===== config.mk =====
export PLATFORM = sky130hd
export DESIGN_NAME = shooterDisplay
export DESIGN_NICKNAME = d
export VERILOG_FILES = /design/src/verilog/videoPkg.sv /design/src/verilog/gamePkg.sv /design/src/verilog/vgaTiming.sv /design/src/verilog/shooterMotion.sv /design/src/verilog/spriteTable.sv /design/src/verilog/colorMapper.sv /design/src/verilog/shooterDisplay.sv
export VERILOG_INCLUDE_DIRS = /design/src /design/src/verilog
export SDC_FILE = /design/constraint.sdc
export NUM_CORES = 1
export LEC_CHECK = 0
export BUFFER_PORTS_ARGS = -buffer_cell sky130_fd_sc_hd__buf_2
export CAP_MARGIN = 20
export CORE_UTILIZATION = 50
export DETAILED_ROUTE_END_ITERATION = 12
export PLACE_DENSITY = 0.76
export SLEW_MARGIN = 20
export SYNTH_ARGS = -nofsm -noshare
export SYNTH_HDL_FRONTEND = slang
export SYNTH_SLANG_ARGS = --single-unit
export TNS_END_PERCENT = 5

===== constraint.sdc =====
create_clock -name Clk -period 4.6 [get_ports Clk]
set_input_delay 0 -clock Clk [delete_from_list [all_inputs] [get_ports Clk]]
set_output_delay 0 -clock Clk [all_outputs]
set_load 0.005 [all_outputs]

===== src/verilog/game_defs.svh =====
// 640x480 at 60 Hz only, one pixel per clock; rectangle bounds are exclusive on both sides
`ifndef GAME_DEFS_SVH
`define GAME_DEFS_SVH

// ----------------------------------------
// screen and sync timing
// ----------------------------------------
`define HVISIBLE 640
`define HFRONT 16
`define HSYNC 96
`define HBACK 48
// totals follow from the four porches, 800 and 525
`define HTOTAL (`HVISIBLE + `HFRONT + `HSYNC + `HBACK)

`define VVISIBLE 480
`define VFRONT 10
`define VSYNC 2
`define VBACK 33
`define VTOTAL (`VVISIBLE + `VFRONT + `VSYNC + `VBACK)

// ----------------------------------------
// map rectangles, exclusive bounds
// ----------------------------------------
`define BORDERX0 19
`define BORDERX1 620
`define BORDERY0 49
`define BORDERY1 460

`define FLOORX0 31
`define FLOORX1 608
`define FLOORY0 61
`define FLOORY1 448

// shooter sprite box, per-frame step and reset position
`define SPRITESIZE 32
`define STEP 2
`define STARTX 304
`define STARTY 224

`endif


===== src/verilog/videoPkg.sv =====
// coordinates fit 10 bits for an 800x525 raster; colour is 8 bits per channel, no gamma
package videoPkg;

    // ----------------------------------------
    // pixel position
    // ----------------------------------------

    // draw counters and sprite origin share this
    // 10 bits covers 0..1023, enough for 799 and 524
    typedef logic [9:0] coordT;

    // ----------------------------------------
    // colour
    // ----------------------------------------

    // one channel of the 24-bit RGB output
    // 8'h00 is dark, 8'hff full intensity
    typedef logic [7:0] channelT;

    // black is also the transparent sprite colour
    localparam channelT channelOff = 8'h00;

    // full channel, used for white body and red barrel
    localparam channelT channelFull = 8'hff;

endpackage


===== src/verilog/gamePkg.sv =====
// facing encoding is fixed at 2 bits in clockwise order; position is the sprite's upper-left pixel
package gamePkg;

    // position fields reuse the pixel coordinate type
    import videoPkg::*;

    // ----------------------------------------
    // facing
    // ----------------------------------------

    // clockwise from up, so a 90 degree turn is +1
    typedef enum logic [1:0]
    {
        faceUp    = 2'b00,
        faceRight = 2'b01,
        faceDown  = 2'b10,
        faceLeft  = 2'b11
    } facingT;

    // ----------------------------------------
    // shooter position
    // ----------------------------------------

    // upper-left corner of the 32x32 box
    typedef struct packed
    {
        coordT x;
        coordT y;
    } posT;

endpackage


===== src/verilog/vgaTiming.sv =====
// fixed 640x480 raster with negative syncs; the first frameStart comes one full frame after reset
`timescale 1ns/1ps

`include "game_defs.svh"

module vgaTiming
    import videoPkg::*;
(
    input  logic  Clk,
    input  logic  rstN,
    output coordT drawX,
    output coordT drawY,
    output logic  hs,
    output logic  vs,
    output logic  blank,
    output logic  frameStart
);

    // ----------------------------------------
    // frame counters
    // ----------------------------------------

    coordT hCount;
    coordT vCount;
    coordT hNext;
    coordT vNext;
    logic  hWrap;
    logic  vWrap;
    logic  frameStartQ;

    // last column and last line of the raster
    assign hWrap = (hCount == coordT'(`HTOTAL - 1));
    assign vWrap = (vCount == coordT'(`VTOTAL - 1));

    always_comb
    begin
        hNext = hWrap ? '0 : hCount + coordT'(1);
        vNext = vCount;
        // line advances only when the column wraps
        if (hWrap)
            vNext = vWrap ? '0 : vCount + coordT'(1);
    end

    always_ff @(posedge Clk or negedge rstN)
    begin
        if (!rstN)
        begin
            hCount      <= '0;
            vCount      <= '0;
            frameStartQ <= 1'b0;
        end
        else
        begin
            hCount      <= hNext;
            vCount      <= vNext;
            // registered from the next count, so it sits on the (0,0) clock
            frameStartQ <= (hNext == '0) && (vNext == '0);
        end
    end

    // ----------------------------------------
    // window decode
    // ----------------------------------------

    assign drawX = hCount;
    assign drawY = vCount;

    // hs low for 656..751
    assign hs = !((hCount >= coordT'(`HVISIBLE + `HFRONT)) &&
                  (hCount <  coordT'(`HVISIBLE + `HFRONT + `HSYNC)));

    // vs low for lines 490 and 491
    assign vs = !((vCount >= coordT'(`VVISIBLE + `VFRONT)) &&
                  (vCount <  coordT'(`VVISIBLE + `VFRONT + `VSYNC)));

    assign blank = (hCount >= coordT'(`HVISIBLE)) || (vCount >= coordT'(`VVISIBLE));

    assign frameStart = frameStartQ;

endmodule


===== src/verilog/shooterMotion.sv =====
// keys are sampled only on frameStart and need no debounce; one key acts per frame, up first
`timescale 1ns/1ps

`include "game_defs.svh"

module shooterMotion
    import videoPkg::*, gamePkg::*;
(
    input  logic   Clk,
    input  logic   rstN,
    input  logic   frameStart,
    input  logic   keyUp,
    input  logic   keyRight,
    input  logic   keyDown,
    input  logic   keyLeft,
    output coordT  shooterX,
    output coordT  shooterY,
    output facingT shooterFace
);

    // ----------------------------------------
    // clamp limits
    // ----------------------------------------

    // whole box strictly inside the floor rectangle
    localparam coordT minX = coordT'(`FLOORX0 + 1);
    localparam coordT maxX = coordT'(`FLOORX1 - `SPRITESIZE);
    localparam coordT minY = coordT'(`FLOORY0 + 1);
    localparam coordT maxY = coordT'(`FLOORY1 - `SPRITESIZE);
    localparam coordT step = coordT'(`STEP);

    posT    pos;
    posT    posNext;
    facingT face;
    facingT faceNext;

    // ----------------------------------------
    // next position
    // ----------------------------------------

    always_comb
    begin
        posNext  = pos;
        faceNext = face;
        // priority up, right, down, left
        if (keyUp)
        begin
            faceNext  = faceUp;
            posNext.y = (pos.y < minY + step) ? minY : pos.y - step;
        end
        else if (keyRight)
        begin
            faceNext  = faceRight;
            posNext.x = (pos.x > maxX - step) ? maxX : pos.x + step;
        end
        else if (keyDown)
        begin
            faceNext  = faceDown;
            posNext.y = (pos.y > maxY - step) ? maxY : pos.y + step;
        end
        else if (keyLeft)
        begin
            faceNext  = faceLeft;
            posNext.x = (pos.x < minX + step) ? minX : pos.x - step;
        end
        // no key, hold both
    end

    // update lands the clock after frameStart
    always_ff @(posedge Clk or negedge rstN)
    begin
        if (!rstN)
        begin
            pos.x <= coordT'(`STARTX);
            pos.y <= coordT'(`STARTY);
            face  <= faceUp;
        end
        else if (frameStart)
        begin
            pos  <= posNext;
            face <= faceNext;
        end
    end

    assign shooterX    = pos.x;
    assign shooterY    = pos.y;
    assign shooterFace = face;

endmodule


===== src/verilog/spriteTable.sv =====
// image is a fixed rule, not a ROM; result is one clock behind drawX/drawY, black means transparent
`timescale 1ns/1ps

`include "game_defs.svh"

module spriteTable
    import videoPkg::*, gamePkg::*;
(
    input  logic    Clk,
    input  logic    rstN,
    input  coordT   drawX,
    input  coordT   drawY,
    input  coordT   shooterX,
    input  coordT   shooterY,
    input  facingT  shooterFace,
    output logic    isShooter,
    output channelT spriteR,
    output channelT spriteG,
    output channelT spriteB
);

    coordT       u;
    coordT       v;
    logic [4:0]  uLo;
    logic [4:0]  vLo;
    logic        inBox;
    logic        body;
    logic        barrel;
    channelT     pixR;
    channelT     pixG;
    channelT     pixB;

    // inclusive range test on a local offset
    function automatic logic inRange(input logic [4:0] a, input int lo, input int hi);
        return (int'(a) >= lo) && (int'(a) <= hi);
    endfunction

    // ----------------------------------------
    // local offsets
    // ----------------------------------------

    // wraps when left of or above the box, caught by inBox
    assign u = drawX - shooterX;
    assign v = drawY - shooterY;

    assign inBox = (drawX >= shooterX) && (u < coordT'(`SPRITESIZE)) &&
                   (drawY >= shooterY) && (v < coordT'(`SPRITESIZE));

    assign uLo = u[4:0];
    assign vLo = v[4:0];

    // ----------------------------------------
    // image rule
    // ----------------------------------------

    // square body in the middle
    assign body = inRange(uLo, 8, 23) && inRange(vLo, 8, 23);

    always_comb
    begin
        // 4-wide barrel on the facing edge
        unique case (shooterFace)
            faceUp:    barrel = inRange(uLo, 14, 17) && inRange(vLo, 0, 7);
            faceRight: barrel = inRange(vLo, 14, 17) && inRange(uLo, 24, 31);
            faceDown:  barrel = inRange(uLo, 14, 17) && inRange(vLo, 24, 31);
            faceLeft:  barrel = inRange(vLo, 14, 17) && inRange(uLo, 0, 7);
            default:   barrel = 1'b0;
        endcase
    end

    always_comb
    begin
        // transparent black unless body or barrel
        pixR = channelOff;
        pixG = channelOff;
        pixB = channelOff;
        if (body)
        begin
            pixR = channelFull;
            pixG = channelFull;
            pixB = channelFull;
        end
        else if (barrel)
            pixR = channelFull;
    end

    // ----------------------------------------
    // output register
    // ----------------------------------------

    always_ff @(posedge Clk or negedge rstN)
    begin
        if (!rstN)
            isShooter <= 1'b0;
        else
            isShooter <= inBox && (body || barrel);
    end

    always_ff @(posedge Clk)
    begin
        spriteR <= pixR;
        spriteG <= pixG;
        spriteB <= pixB;
    end

endmodule


===== src/verilog/colorMapper.sv =====
// expects sprite inputs one clock behind drawX/drawY; colour and syncs leave two clocks after timing
`timescale 1ns/1ps

`include "game_defs.svh"

module colorMapper
    import videoPkg::*;
(
    input  logic    Clk,
    input  logic    rstN,
    input  coordT   drawX,
    input  coordT   drawY,
    input  logic    hs,
    input  logic    vs,
    input  logic    blank,
    input  logic    isShooter,
    input  channelT spriteR,
    input  channelT spriteG,
    input  channelT spriteB,
    output channelT vgaR,
    output channelT vgaG,
    output channelT vgaB,
    output logic    vgaHs,
    output logic    vgaVs
);

    coordT   xD;
    coordT   yD;
    logic    hsD;
    logic    vsD;
    logic    blankD;
    logic    inBorder;
    logic    inFloor;
    channelT red;
    channelT green;
    channelT blue;

    // ----------------------------------------
    // align with sprite lookup
    // ----------------------------------------

    always_ff @(posedge Clk)
    begin
        xD <= drawX;
        yD <= drawY;
    end

    // syncs idle high, blank asserted
    always_ff @(posedge Clk or negedge rstN)
    begin
        if (!rstN)
        begin
            hsD    <= 1'b1;
            vsD    <= 1'b1;
            blankD <= 1'b1;
        end
        else
        begin
            hsD    <= hs;
            vsD    <= vs;
            blankD <= blank;
        end
    end

    // ----------------------------------------
    // layer priority
    // ----------------------------------------

    assign inBorder = (xD > coordT'(`BORDERX0)) && (xD < coordT'(`BORDERX1)) &&
                      (yD > coordT'(`BORDERY0)) && (yD < coordT'(`BORDERY1));
    assign inFloor  = (xD > coordT'(`FLOORX0)) && (xD < coordT'(`FLOORX1)) &&
                      (yD > coordT'(`FLOORY0)) && (yD < coordT'(`FLOORY1));

    always_comb
    begin
        // orange background
        red   = 8'hf3;
        green = 8'h69;
        blue  = 8'h0e;
        if (blankD)
        begin
            red   = channelOff;
            green = channelOff;
            blue  = channelOff;
        end
        else if (inFloor)
        begin
            // blue floor, sprite on top
            red   = isShooter ? spriteR : channelOff;
            green = isShooter ? spriteG : channelOff;
            blue  = isShooter ? spriteB : channelFull;
        end
        else if (inBorder)
        begin
            red   = channelOff;
            green = channelOff;
            blue  = channelOff;
        end
    end

    always_ff @(posedge Clk or negedge rstN)
    begin
        if (!rstN)
        begin
            vgaR  <= channelOff;
            vgaG  <= channelOff;
            vgaB  <= channelOff;
            vgaHs <= 1'b1;
            vgaVs <= 1'b1;
        end
        else
        begin
            vgaR  <= red;
            vgaG  <= green;
            vgaB  <= blue;
            vgaHs <= hsD;
            vgaVs <= vsD;
        end
    end

endmodule


===== src/verilog/shooterDisplay.sv =====
// Clk must already be the 25 MHz pixel clock; keys are plain levels sampled once per frame
`timescale 1ns/1ps

module shooterDisplay
    import videoPkg::*, gamePkg::*;
(
    input  logic    Clk,
    input  logic    rstN,
    input  logic    keyUp,
    input  logic    keyRight,
    input  logic    keyDown,
    input  logic    keyLeft,
    output channelT vgaR,
    output channelT vgaG,
    output channelT vgaB,
    output logic    vgaHs,
    output logic    vgaVs,
    output coordT   shooterX,
    output coordT   shooterY,
    output facingT  shooterFace
);

    // ----------------------------------------
    // interconnect
    // ----------------------------------------

    coordT   drawX;
    coordT   drawY;
    logic    hs;
    logic    vs;
    logic    blank;
    logic    frameStart;
    logic    isShooter;
    channelT spriteR;
    channelT spriteG;
    channelT spriteB;

    // raster counters and sync windows
    vgaTiming timing (
        .Clk, .rstN, .drawX, .drawY, .hs, .vs, .blank, .frameStart
    );

    // per-frame movement
    shooterMotion motion (
        .Clk, .rstN, .frameStart, .keyUp, .keyRight, .keyDown, .keyLeft,
        .shooterX, .shooterY, .shooterFace
    );

    // sprite pixel, one clock late
    spriteTable sprite (
        .Clk, .rstN, .drawX, .drawY, .shooterX, .shooterY, .shooterFace,
        .isShooter, .spriteR, .spriteG, .spriteB
    );

    // layers and output registers
    colorMapper mapper (
        .Clk, .rstN, .drawX, .drawY, .hs, .vs, .blank,
        .isShooter, .spriteR, .spriteG, .spriteB,
        .vgaR, .vgaG, .vgaB, .vgaHs, .vgaVs
    );

endmodule


==> results.sh, run 1 <==
export IMPL_tns_ns=0
export IMPL_outcome="finished, final reports clean"
export IMPL_postRouteAntennaNets=0
export IMPL_drt_iter0_drc=259
export IMPL_gr_total_overflow=0
export IMPL_timing_fmax_mhz=356.1
export IMPL_synth_area_um2=4733
export IMPL_area_growth_syn_to_layout_pct=9.886
export IMPL_die_area_um2=9860
export IMPL_gp_congestion=0.8990
export IMPL_port_buffers=51
export IMPL_mostFrequentLayoutCell="buf_2"
export IMPL_hpwl_mm=8.182
export IMPL_min_from="keyUp"
export IMPL_fill_cells=815
export IMPL_worstHoldPathType="input port to flop"
export IMPL_seqCellArea_um2=1720
export IMPL_reg2reg_slack_ns=1.79
export IMPL_worstRegToRegCells=8
export IMPL_critPathMaxFanout=11
export IMPL_clk_pin_slew_ns=0.09
export IMPL_cp_end_kind="flop"
export IMPL_via_per_inst=6.122
export IMPL_core_area_um2=9196
export IMPL_cts_tree="done"
export IMPL_vdd_drop_max_mv=0.1797
export IMPL_yosysWarnings=0
export IMPL_slew_violations=0
export IMPL_clock_skew_ns=0.01264
export IMPL_setup_viol_count_final=0
export IMPL_rows=35
export IMPL_hold_viol_final=0
export IMPL_final_nets=608
export IMPL_max_slew_margin_pct=44.69
export IMPL_synthCells=540
export IMPL_critPathLaunchType="flop"
export IMPL_grt_pass1_vias=3841
export IMPL_final_period_utilization_pct=61.06
export IMPL_io_pin_count=54
export IMPL_maxCapViolations=0
export IMPL_cts_resized=0
export IMPL_multiInputGateArea_um2=2674
export IMPL_chipHeight_um=99.30
export IMPL_crit_arrival_ns=3.08
export IMPL_synth_edf_count=0
export IMPL_cts_sinks=72
export IMPL_yosys_most_used_dff="dfrtp_1"
export IMPL_period_needed_ns=2.809
export IMPL_avgSynthCellArea_um2=8.765
export IMPL_min_to="motion.shooterY[1]"
export IMPL_path_class="flop to flop"
export IMPL_cp_required_ns=4.87
export IMPL_dr_pass1_iters=5
export IMPL_initial_core_util_pct=51.47
export IMPL_root_buffer="clkbuf_8"
export IMPL_grt_util_all_layers_pct=23.87
export IMPL_diodes=0
export IMPL_hold_depth=3
export IMPL_grt_max_degree=54
export IMPL_drc=0
export IMPL_clockBufferDepth=2
export IMPL_grt_pass1_wl_mm=18.70
export IMPL_drive_gt1_share_pct=15.20
export IMPL_tightest_slew_ns=0.8297
export IMPL_clkLatencyLatePin_ns=0.36
export IMPL_reg2reg_from="motion.shooterX[3]"
export IMPL_p_leak_nw=2.321
export IMPL_rsz0062_at_grt="no"
export IMPL_antenna_found_initial=0
export IMPL_p_per_area_nw_per_um2=235.9
export IMPL_ctsHtreeMaxLevel=3
export IMPL_wl_per_cell_um=16.20
export IMPL_synth_seq_cells=72
export IMPL_drt_total_wl_mm=11.18
export IMPL_vias=4224
export IMPL_worstReg2RegEnd="sprite.isShooter"
export IMPL_synth_distinct_cells=73
export IMPL_whs_ns=0.04128
export IMPL_ys_seq_area_share_pct=36.35
export IMPL_numCtsBuffers=9
export IMPL_layout_common_cells="buf_2, dfrtp_1, a21oi_1, nand2_1, inv_1"
export IMPL_fp_dieW_um=99.30
export IMPL_async_flop_share_pct=73.61
layer usage:
| layer | vias up | track usage (%) | wire, um |
|---|---|---|---|
| met4 | 0 | 7.466 | 157 |
| li1 | 2053 | - | - |
| met5 | - | 0 | 0 |
| met3 | 17 | 4.989 | 575 |
| met1 | 2017 | 31.74 | 5211 |
| met2 | 137 | 39.05 | 5234 |
where the power goes:
group	internal, mW	switching [mW]
clock	0.306	0.259
sequential	0.630	0
combinational	0.00932	0.0216
synthesized netlist by cell type (all sizes together) (3+ instances only):
library cell,count,area (um^2)
dfrtp,42,1051
o21ai,40,200.2
inv,34,127.6
a21oi,31,155.2
nand2,31,116.4
nor2,29,108.9
ha,26,325.3
buf,21,155.1
dfxtp,19,380.4
and3,18,112.6
nand3,18,90.09
clkbuf,16,60.06
nor2b,13,81.33
nor3,13,65.06
or3,12,75.07
xnor2,12,105.1
dfstp,11,289.0
nand4,11,68.82
a31oi,10,62.56
nor4,9,62.56
o21a,9,67.56
a21o,7,52.55
a22oi,7,52.55
mux2i,6,60.06
xor2,6,52.55
a211o,5,43.79
o211ai,5,37.54
o22ai,5,31.28
o31ai,5,37.54
a311o,4,40.04
and2,4,25.02
nor3b,4,30.03
nor4b,4,35.03
a41oi,3,26.28
o221ai,3,26.28
or2,3,18.77
what timing repair did:
item,in CTS,in global routing
buffers inserted,0,0
hold buffers,4,0
hold endpoints to repair,44,0
worst max-delay path, stage by stage (launching register included):
cell,delay (ns)
dfrtp_1,0.51
inv_1,0.12
ha_1,0.27
or3_1,0.38
o22a_1,0.25
a311o_1,0.40
a22o_1,0.22
a2111o_1,0.40
a311oi_2,0.18
metrics by stage:
stage	util [%]	total power, mW	area, um^2	cells	worst slack [ns]
finish	56.56	1.227	5201	690	1.791
global route	56.56	1.272	5201	690	1.707
CTS	56.56	1.239	5201	690	1.799
detailed placement	53.74	0.6725	4942	670	1.821
global placement	53.74	0.6715	4942	670	1.901
floorplan	-	0.6578	4741	542	1.873
sequential cells by signal (all words and copies together), names as in the netlist:
name                flops
motion.shooterX         9
mapper.vsD              1
mapper.xD               8
mapper.blankD           1
sprite.spriteG          1
motion.shooterFace      2
mapper.vgaB             2
mapper.yD               9
motion.shooterY         9
timing.drawX           10
sprite.spriteR          1
sprite.isShooter        1
mapper.vgaG             2
mapper.vgaVs            1
mapper.vgaR             2
mapper.hsD              1
mapper.vgaHs            1
timing.frameStart       1
timing.drawY           10
worst max-delay path by stage:
stage,startpoint,end,slack (ns)
floorplan,motion.shooterX[3],sprite.isShooter,1.87
global placement,motion.shooterX[3],sprite.isShooter,1.90
detailed placement,motion.shooterX[3],sprite.isShooter,1.82
CTS,motion.shooterX[3],sprite.isShooter,1.80
global route,motion.shooterX[3],sprite.isShooter,1.71
finish,motion.shooterX[3],sprite.isShooter,1.79
cell type report:
type	count	area share, %
multi-input combinational	398	51.41
tap	111	2.670
timing repair buffer	58	6.110
clock buffer	9	2.382
clock inverter	7	1.828
inverter	35	2.526
sequential	72	33.08
cells by family after synthesis:
group | share of synthesized area [%]
buf+inv | 7.322
flops | 36.35
other cells | 0.1587
xor+xnor | 3.331
simple gates | 21.04
mux | 1.507
compound gates | 22.58
fa+ha+maj | 7.719
Power figures use the tool's default switching activity.
==> run 2, diff against run 1 <==
- clock period: 4.6 -> 2.8 ns (I/O delays scaled with it)
==> results.sh, run 2 (synthesis gave the netlist of run 1 again) <==
export IMPL_outcome="finished, final reports clean"
export IMPL_rsz0062_at_grt="no"
export IMPL_place_area_um2=5040
export IMPL_cp_required_ns=3.07
export IMPL_mostFrequentLayoutCell="buf_2"
export IMPL_period_needed_ns=2.689
export IMPL_drt_total_wl_mm=11.40
export IMPL_drt_iter0_drc=242
export IMPL_postRouteAntennaNets=0
export IMPL_setup_viol_count_final=0
export IMPL_area_growth_syn_to_layout_pct=11.79
export IMPL_worstHoldPathType="input port to flop"
export IMPL_hpwl_mm=8.486
export IMPL_grt_pass1_wl_mm=18.65
export IMPL_timing_fmax_mhz=371.9
export IMPL_path_class="flop to flop"
export IMPL_numCtsBuffers=9
export IMPL_gr_total_overflow=0
export IMPL_clk_pin_slew_ns=0.08
export IMPL_fp_dieW_um=99.30
export IMPL_whs_ns=0.03061
export IMPL_slew_violations=0
export IMPL_cp_num_buf_inv=1
export IMPL_grt_util_all_layers_pct=23.74
export IMPL_clock_skew_ns=0.01169
export IMPL_final_nets=621
export IMPL_grt_pass1_vias=3883
export IMPL_die_area_um2=9860
export IMPL_wl_per_cell_um=16.21
export IMPL_drc=0
export IMPL_port_buffers=51
export IMPL_grt_max_degree=34
export IMPL_fill_cells=791
export IMPL_cts_tree="done"
export IMPL_cp_cell_sequence="inv_2 > ha_2 > or3_1 > o22a_1 > a311o_1 > a22o_1 > a2111o_1 > a311oi_2"
export IMPL_tns_ns=0
export IMPL_design_area_um2=5291
export IMPL_finalWorstSetupSlack_ns=0.1114
export IMPL_via_per_inst=6.188
export IMPL_crit_arrival_ns=2.96
export IMPL_cp_end_kind="flop"
export IMPL_initial_core_util_pct=51.47
export IMPL_p_per_area_nw_per_um2=366.7
export IMPL_chipHeight_um=99.30
export IMPL_clockBufferDepth=2
export IMPL_cts_sinks=72
export IMPL_maxCapViolations=0
export IMPL_ctsHtreeMaxLevel=3
export IMPL_tightest_slew_ns=0.8084
export IMPL_total_power_mw=1.940
export IMPL_cpPeakStageDelay_ns=0.58
export IMPL_layout_common_cells="buf_2, dfrtp_1, a21oi_1, nand2_1, inv_1"
export IMPL_hold_viol_final=0
export IMPL_dr_pass1_iters=5
export IMPL_final_period_utilization_pct=96.02
export IMPL_diodes=0
export IMPL_clkLatencyLatePin_ns=0.36
export IMPL_vdd_drop_max_mv=0.2262
export IMPL_root_buffer="clkbuf_8"
export IMPL_gp_congestion=0.9227
export IMPL_p_leak_nw=2.379
export IMPL_antenna_found_initial=0
export IMPL_max_slew_margin_pct=46.11
export IMPL_rows=35
export IMPL_crit_family="compound AO/OA/AOI/OAI gates"
export IMPL_critPathLaunchType="flop"
export IMPL_critPathMaxFanout=6
export IMPL_slowest_stage="dfstp_2"
export IMPL_drive_gt1_share_pct=17.57
export IMPL_core_area_um2=9196
export IMPL_io_pin_count=54
export IMPL_vias=4350
export IMPL_pre_cts_slack_ns=0.05423
run 2: worst reg2reg max path, stage by stage, from the launching register on:
cell and delay (ns):
dfstp_2 0.58, inv_2 0.07, ha_2 0.20, or3_1 0.34, o22a_1 0.26, a311o_1 0.36
a22o_1 0.22, a2111o_1 0.39, a311oi_2 0.19
run 2: routing by layer:
metal | global-route usage [%] | wire length [um] | vias to the layer above | share of wire, %
met1 | 31.01 | 5236 | 2074 | 46
met2 | 38.68 | 5365 | 163 | 47
met3 | 4.638 | 530 | 25 | 4.6
met5 | 0 | 0 | - | 0
li1 | - | - | 2088 | -
met4 | 9.729 | 266 | 0 | 2.3
run 2: timing repair:
| item | in CTS | in global routing |
|---|---|---|
| gates resized for setup | 0 | 3 |
| hold endpoints to repair | 21 | 0 |
| buffers inserted | 0 | 1 |
| setup endpoints to repair | 0 | 1 |
| hold buffers | 3 | 0 |
run 2: through the flow:
step / instances / utilization (%)
after detailed placement: 683 / 54.80
after global routing: 703 / 57.54
after floorplan: 542 / -
final: 703 / 57.54
after CTS: 702 / 57.36
after global placement: 683 / 54.80
run 2: cell type report:
cell class | instances | area (um^2) | area share, %
clock inverters | 6 | 67.56 | 1.277
flip-flops and latches | 72 | 1720 | 32.51
inverters | 35 | 131.4 | 2.483
multi-input cells | 398 | 2683 | 50.70
well taps | 111 | 138.9 | 2.625
clock buffers | 10 | 137.6 | 2.601
repair buffers | 71 | 412.9 | 7.803
run 2: final timing paths:
| path | to | slack (ns) | depth (start not counted) | startpoint |
|---|---|---|---|---|
| max | sprite.isShooter | 0.11 | 8 | motion.shooterX[4] |
| min reg2reg | mapper.vgaVs | 0.36 | 0 | mapper.vsD |
| max in group asynchronous | mapper.hsD | 1.83 | 3 | rstN |
| min | motion.shooterX[9] | 0.03 | 3 | keyRight |
| min in group asynchronous | motion.shooterY[4] | 0.11 | 2 | rstN |
| max reg2reg | sprite.isShooter | 0.11 | 8 | motion.shooterX[4] |
run 2: power breakdown:
group / switching [mW] / internal, mW
Clock: 0.416 / 0.439
Combinational: 0.0360 / 0.0144
Sequential: 0 / 1.04
==> run 3, diff against run 2 <==
==> constraint.sdc (replaced) <==
create_clock -name Clk -period 2.8 [get_ports Clk]
set_input_delay 0 -clock Clk [delete_from_list [all_inputs] [get_ports Clk]]
set_output_delay 0 -clock Clk [all_outputs]
set_load 0.02 [all_outputs]
==> results.sh, run 3 (synthesis gave the netlist of run 1 again) <==
export IMPL_maxCapViolations=0
export IMPL_ctsHtreeMaxLevel=3
export IMPL_critPathMaxFanout=6
export IMPL_initial_core_util_pct=51.47
export IMPL_worstHoldPathType="input port to flop"
export IMPL_final_nets=621
export IMPL_path_class="flop to flop"
export IMPL_final_period_utilization_pct=96.16
export IMPL_area_growth_syn_to_layout_pct=12.13
export IMPL_pre_cts_slack_ns=0.09195
export IMPL_vdd_drop_max_mv=0.3298
export IMPL_crit_family="compound AO/OA/AOI/OAI gates"
export IMPL_p_leak_nw=2.367
export IMPL_clkLatencyLatePin_ns=0.35
export IMPL_cp_cell_sequence="inv_4 > ha_4 > or3_4 > o22a_1 > a311o_1 > a22o_1 > a2111o_1 > a311oi_2"
export IMPL_place_inst=683
export IMPL_layoutNonFillerInstCount=703
export IMPL_cts_sinks=72
export IMPL_grt_util_all_layers_pct=24.09
export IMPL_chipHeight_um=99.30
export IMPL_finalWorstSetupSlack_ns=0.1074
export IMPL_p_per_area_nw_per_um2=360.5
export IMPL_grt_pass1_vias=3892
export IMPL_die_area_um2=9860
export IMPL_cp_num_buf_inv=1
export IMPL_drt_iter0_drc=248
export IMPL_cp_end_kind="flop"
export IMPL_dr_pass1_iters=6
export IMPL_mostFrequentLayoutCell="buf_2"
export IMPL_core_area_um2=9196
export IMPL_rsz0062_at_grt="no"
export IMPL_fp_dieW_um=99.30
export IMPL_antenna_found_initial=0
export IMPL_tns_ns=0
export IMPL_diodes=0
export IMPL_cp_required_ns=3.06
export IMPL_outcome="finished, final reports clean"
export IMPL_crit_arrival_ns=2.95
export IMPL_vias=4303
export IMPL_period_needed_ns=2.693
export IMPL_timing_fmax_mhz=371.4
export IMPL_cts_tree="done"
export IMPL_clockBufferDepth=2
export IMPL_setup_viol_count_final=0
export IMPL_drive_gt1_share_pct=18.41
export IMPL_layout_common_cells="buf_2, dfrtp_1, a21oi_1, nand2_1"
export IMPL_gr_total_overflow=0
export IMPL_drc=0
export IMPL_critPathLaunchType="flop"
export IMPL_grt_pass1_wl_mm=18.92
export IMPL_tightest_slew_ns=0.8319
export IMPL_rows=35
export IMPL_grt_max_degree=34
export IMPL_port_buffers=51
export IMPL_wl_per_cell_um=16.39
export IMPL_clock_skew_ns=0.01162
export IMPL_via_per_inst=6.121
export IMPL_cpPeakStageDelay_ns=0.57
export IMPL_max_slew_margin_pct=44.54
export IMPL_drt_total_wl_mm=11.52
export IMPL_fill_cells=830
export IMPL_root_buffer="clkbuf_8"
export IMPL_numCtsBuffers=9
export IMPL_place_area_um2=5040
export IMPL_slowest_stage="dfstp_2"
export IMPL_design_area_um2=5308
export IMPL_hold_viol_final=0
export IMPL_slew_violations=0
export IMPL_io_pin_count=54
export IMPL_postRouteAntennaNets=0
export IMPL_hpwl_mm=8.460
export IMPL_clk_pin_slew_ns=0.08
export IMPL_gp_congestion=0.8911
run 3: power by group:
part | switching (mW) | total, mW | internal, mW
Combinational | 0.0372 | 0.0517 | 0.0144
Clock | 0.410 | 0.826 | 0.417
Sequential | 0 | 1.04 | 1.04
Total | 0.447 | 1.91 | 1.47
run 3: area by class of cell:
class / instances / area, um^2 / area share [%]
Sequential cell: 72 / 1720 / 32.41
Clock buffer: 10 / 127.6 / 2.405
Multi-Input combinational cell: 398 / 2708 / 51.01
Tap cell: 111 / 138.9 / 2.617
Timing Repair Buffer: 71 / 410.4 / 7.732
Clock inverter: 6 / 68.82 / 1.297
Inverter: 35 / 133.9 / 2.522
run 3: layer usage:
metal | GRT usage (%) | share of wire, % | vias up
li1 | - | - | 2079
met1 | 31.47 | 46 | 2049
met2 | 40.81 | 48 | 154
met3 | 4.076 | 4.8 | 21
met4 | 7.579 | 1.6 | 0
met5 | 0 | 0 | -
run 3: timing repair:
| item | in CTS | in global routing |
|---|---|---|
| endpoints found under the setup margin | 1 | 1 |
| gates resized for setup | 0 | 10 |
| pin swaps | 0 | 4 |
| buffers inserted | 1 | 1 |
| endpoints found under the hold margin | 21 | 0 |
| hold buffers | 2 | 0 |
run 3: path summary, 6_finish.rpt:
check,depth (start not counted),slack [ns],start,end
worst max-delay path,8,0.11,motion.shooterX[4],sprite.isShooter
worst min-delay path,3,0.01,keyDown,motion.shooterFace[1]
worst max register to register,8,0.11,motion.shooterX[4],sprite.isShooter
worst min register to register,0,0.36,mapper.vsD,mapper.vgaVs
max in group asynchronous,3,1.82,rstN,mapper.vgaHs
min in group asynchronous,2,0.14,rstN,motion.shooterY[4]
run 3: worst register-to-register path: cells and delay by family, from the launching register on:
kind	cells	cell delay, ns
AOI/OAI and AO/OA	5	1.43
adders and majority gates	1	0.16
buffers and inverters	1	0.06
DFF	1	0.57
and+or+nand+nor	1	0.36
run 3: stage by stage:
step / power [mW] / hold slack, ns / util, %
after global placement: 1.105 / -0.02853 / 54.80
after CTS: 1.932 / 0.001694 / 57.24
after floorplan: 1.082 / -0.2956 / -
after detailed placement: 1.106 / -0.02171 / 54.80
after global routing: 1.987 / 0.03072 / 57.71
final: 1.913 / 0.01314 / 57.71
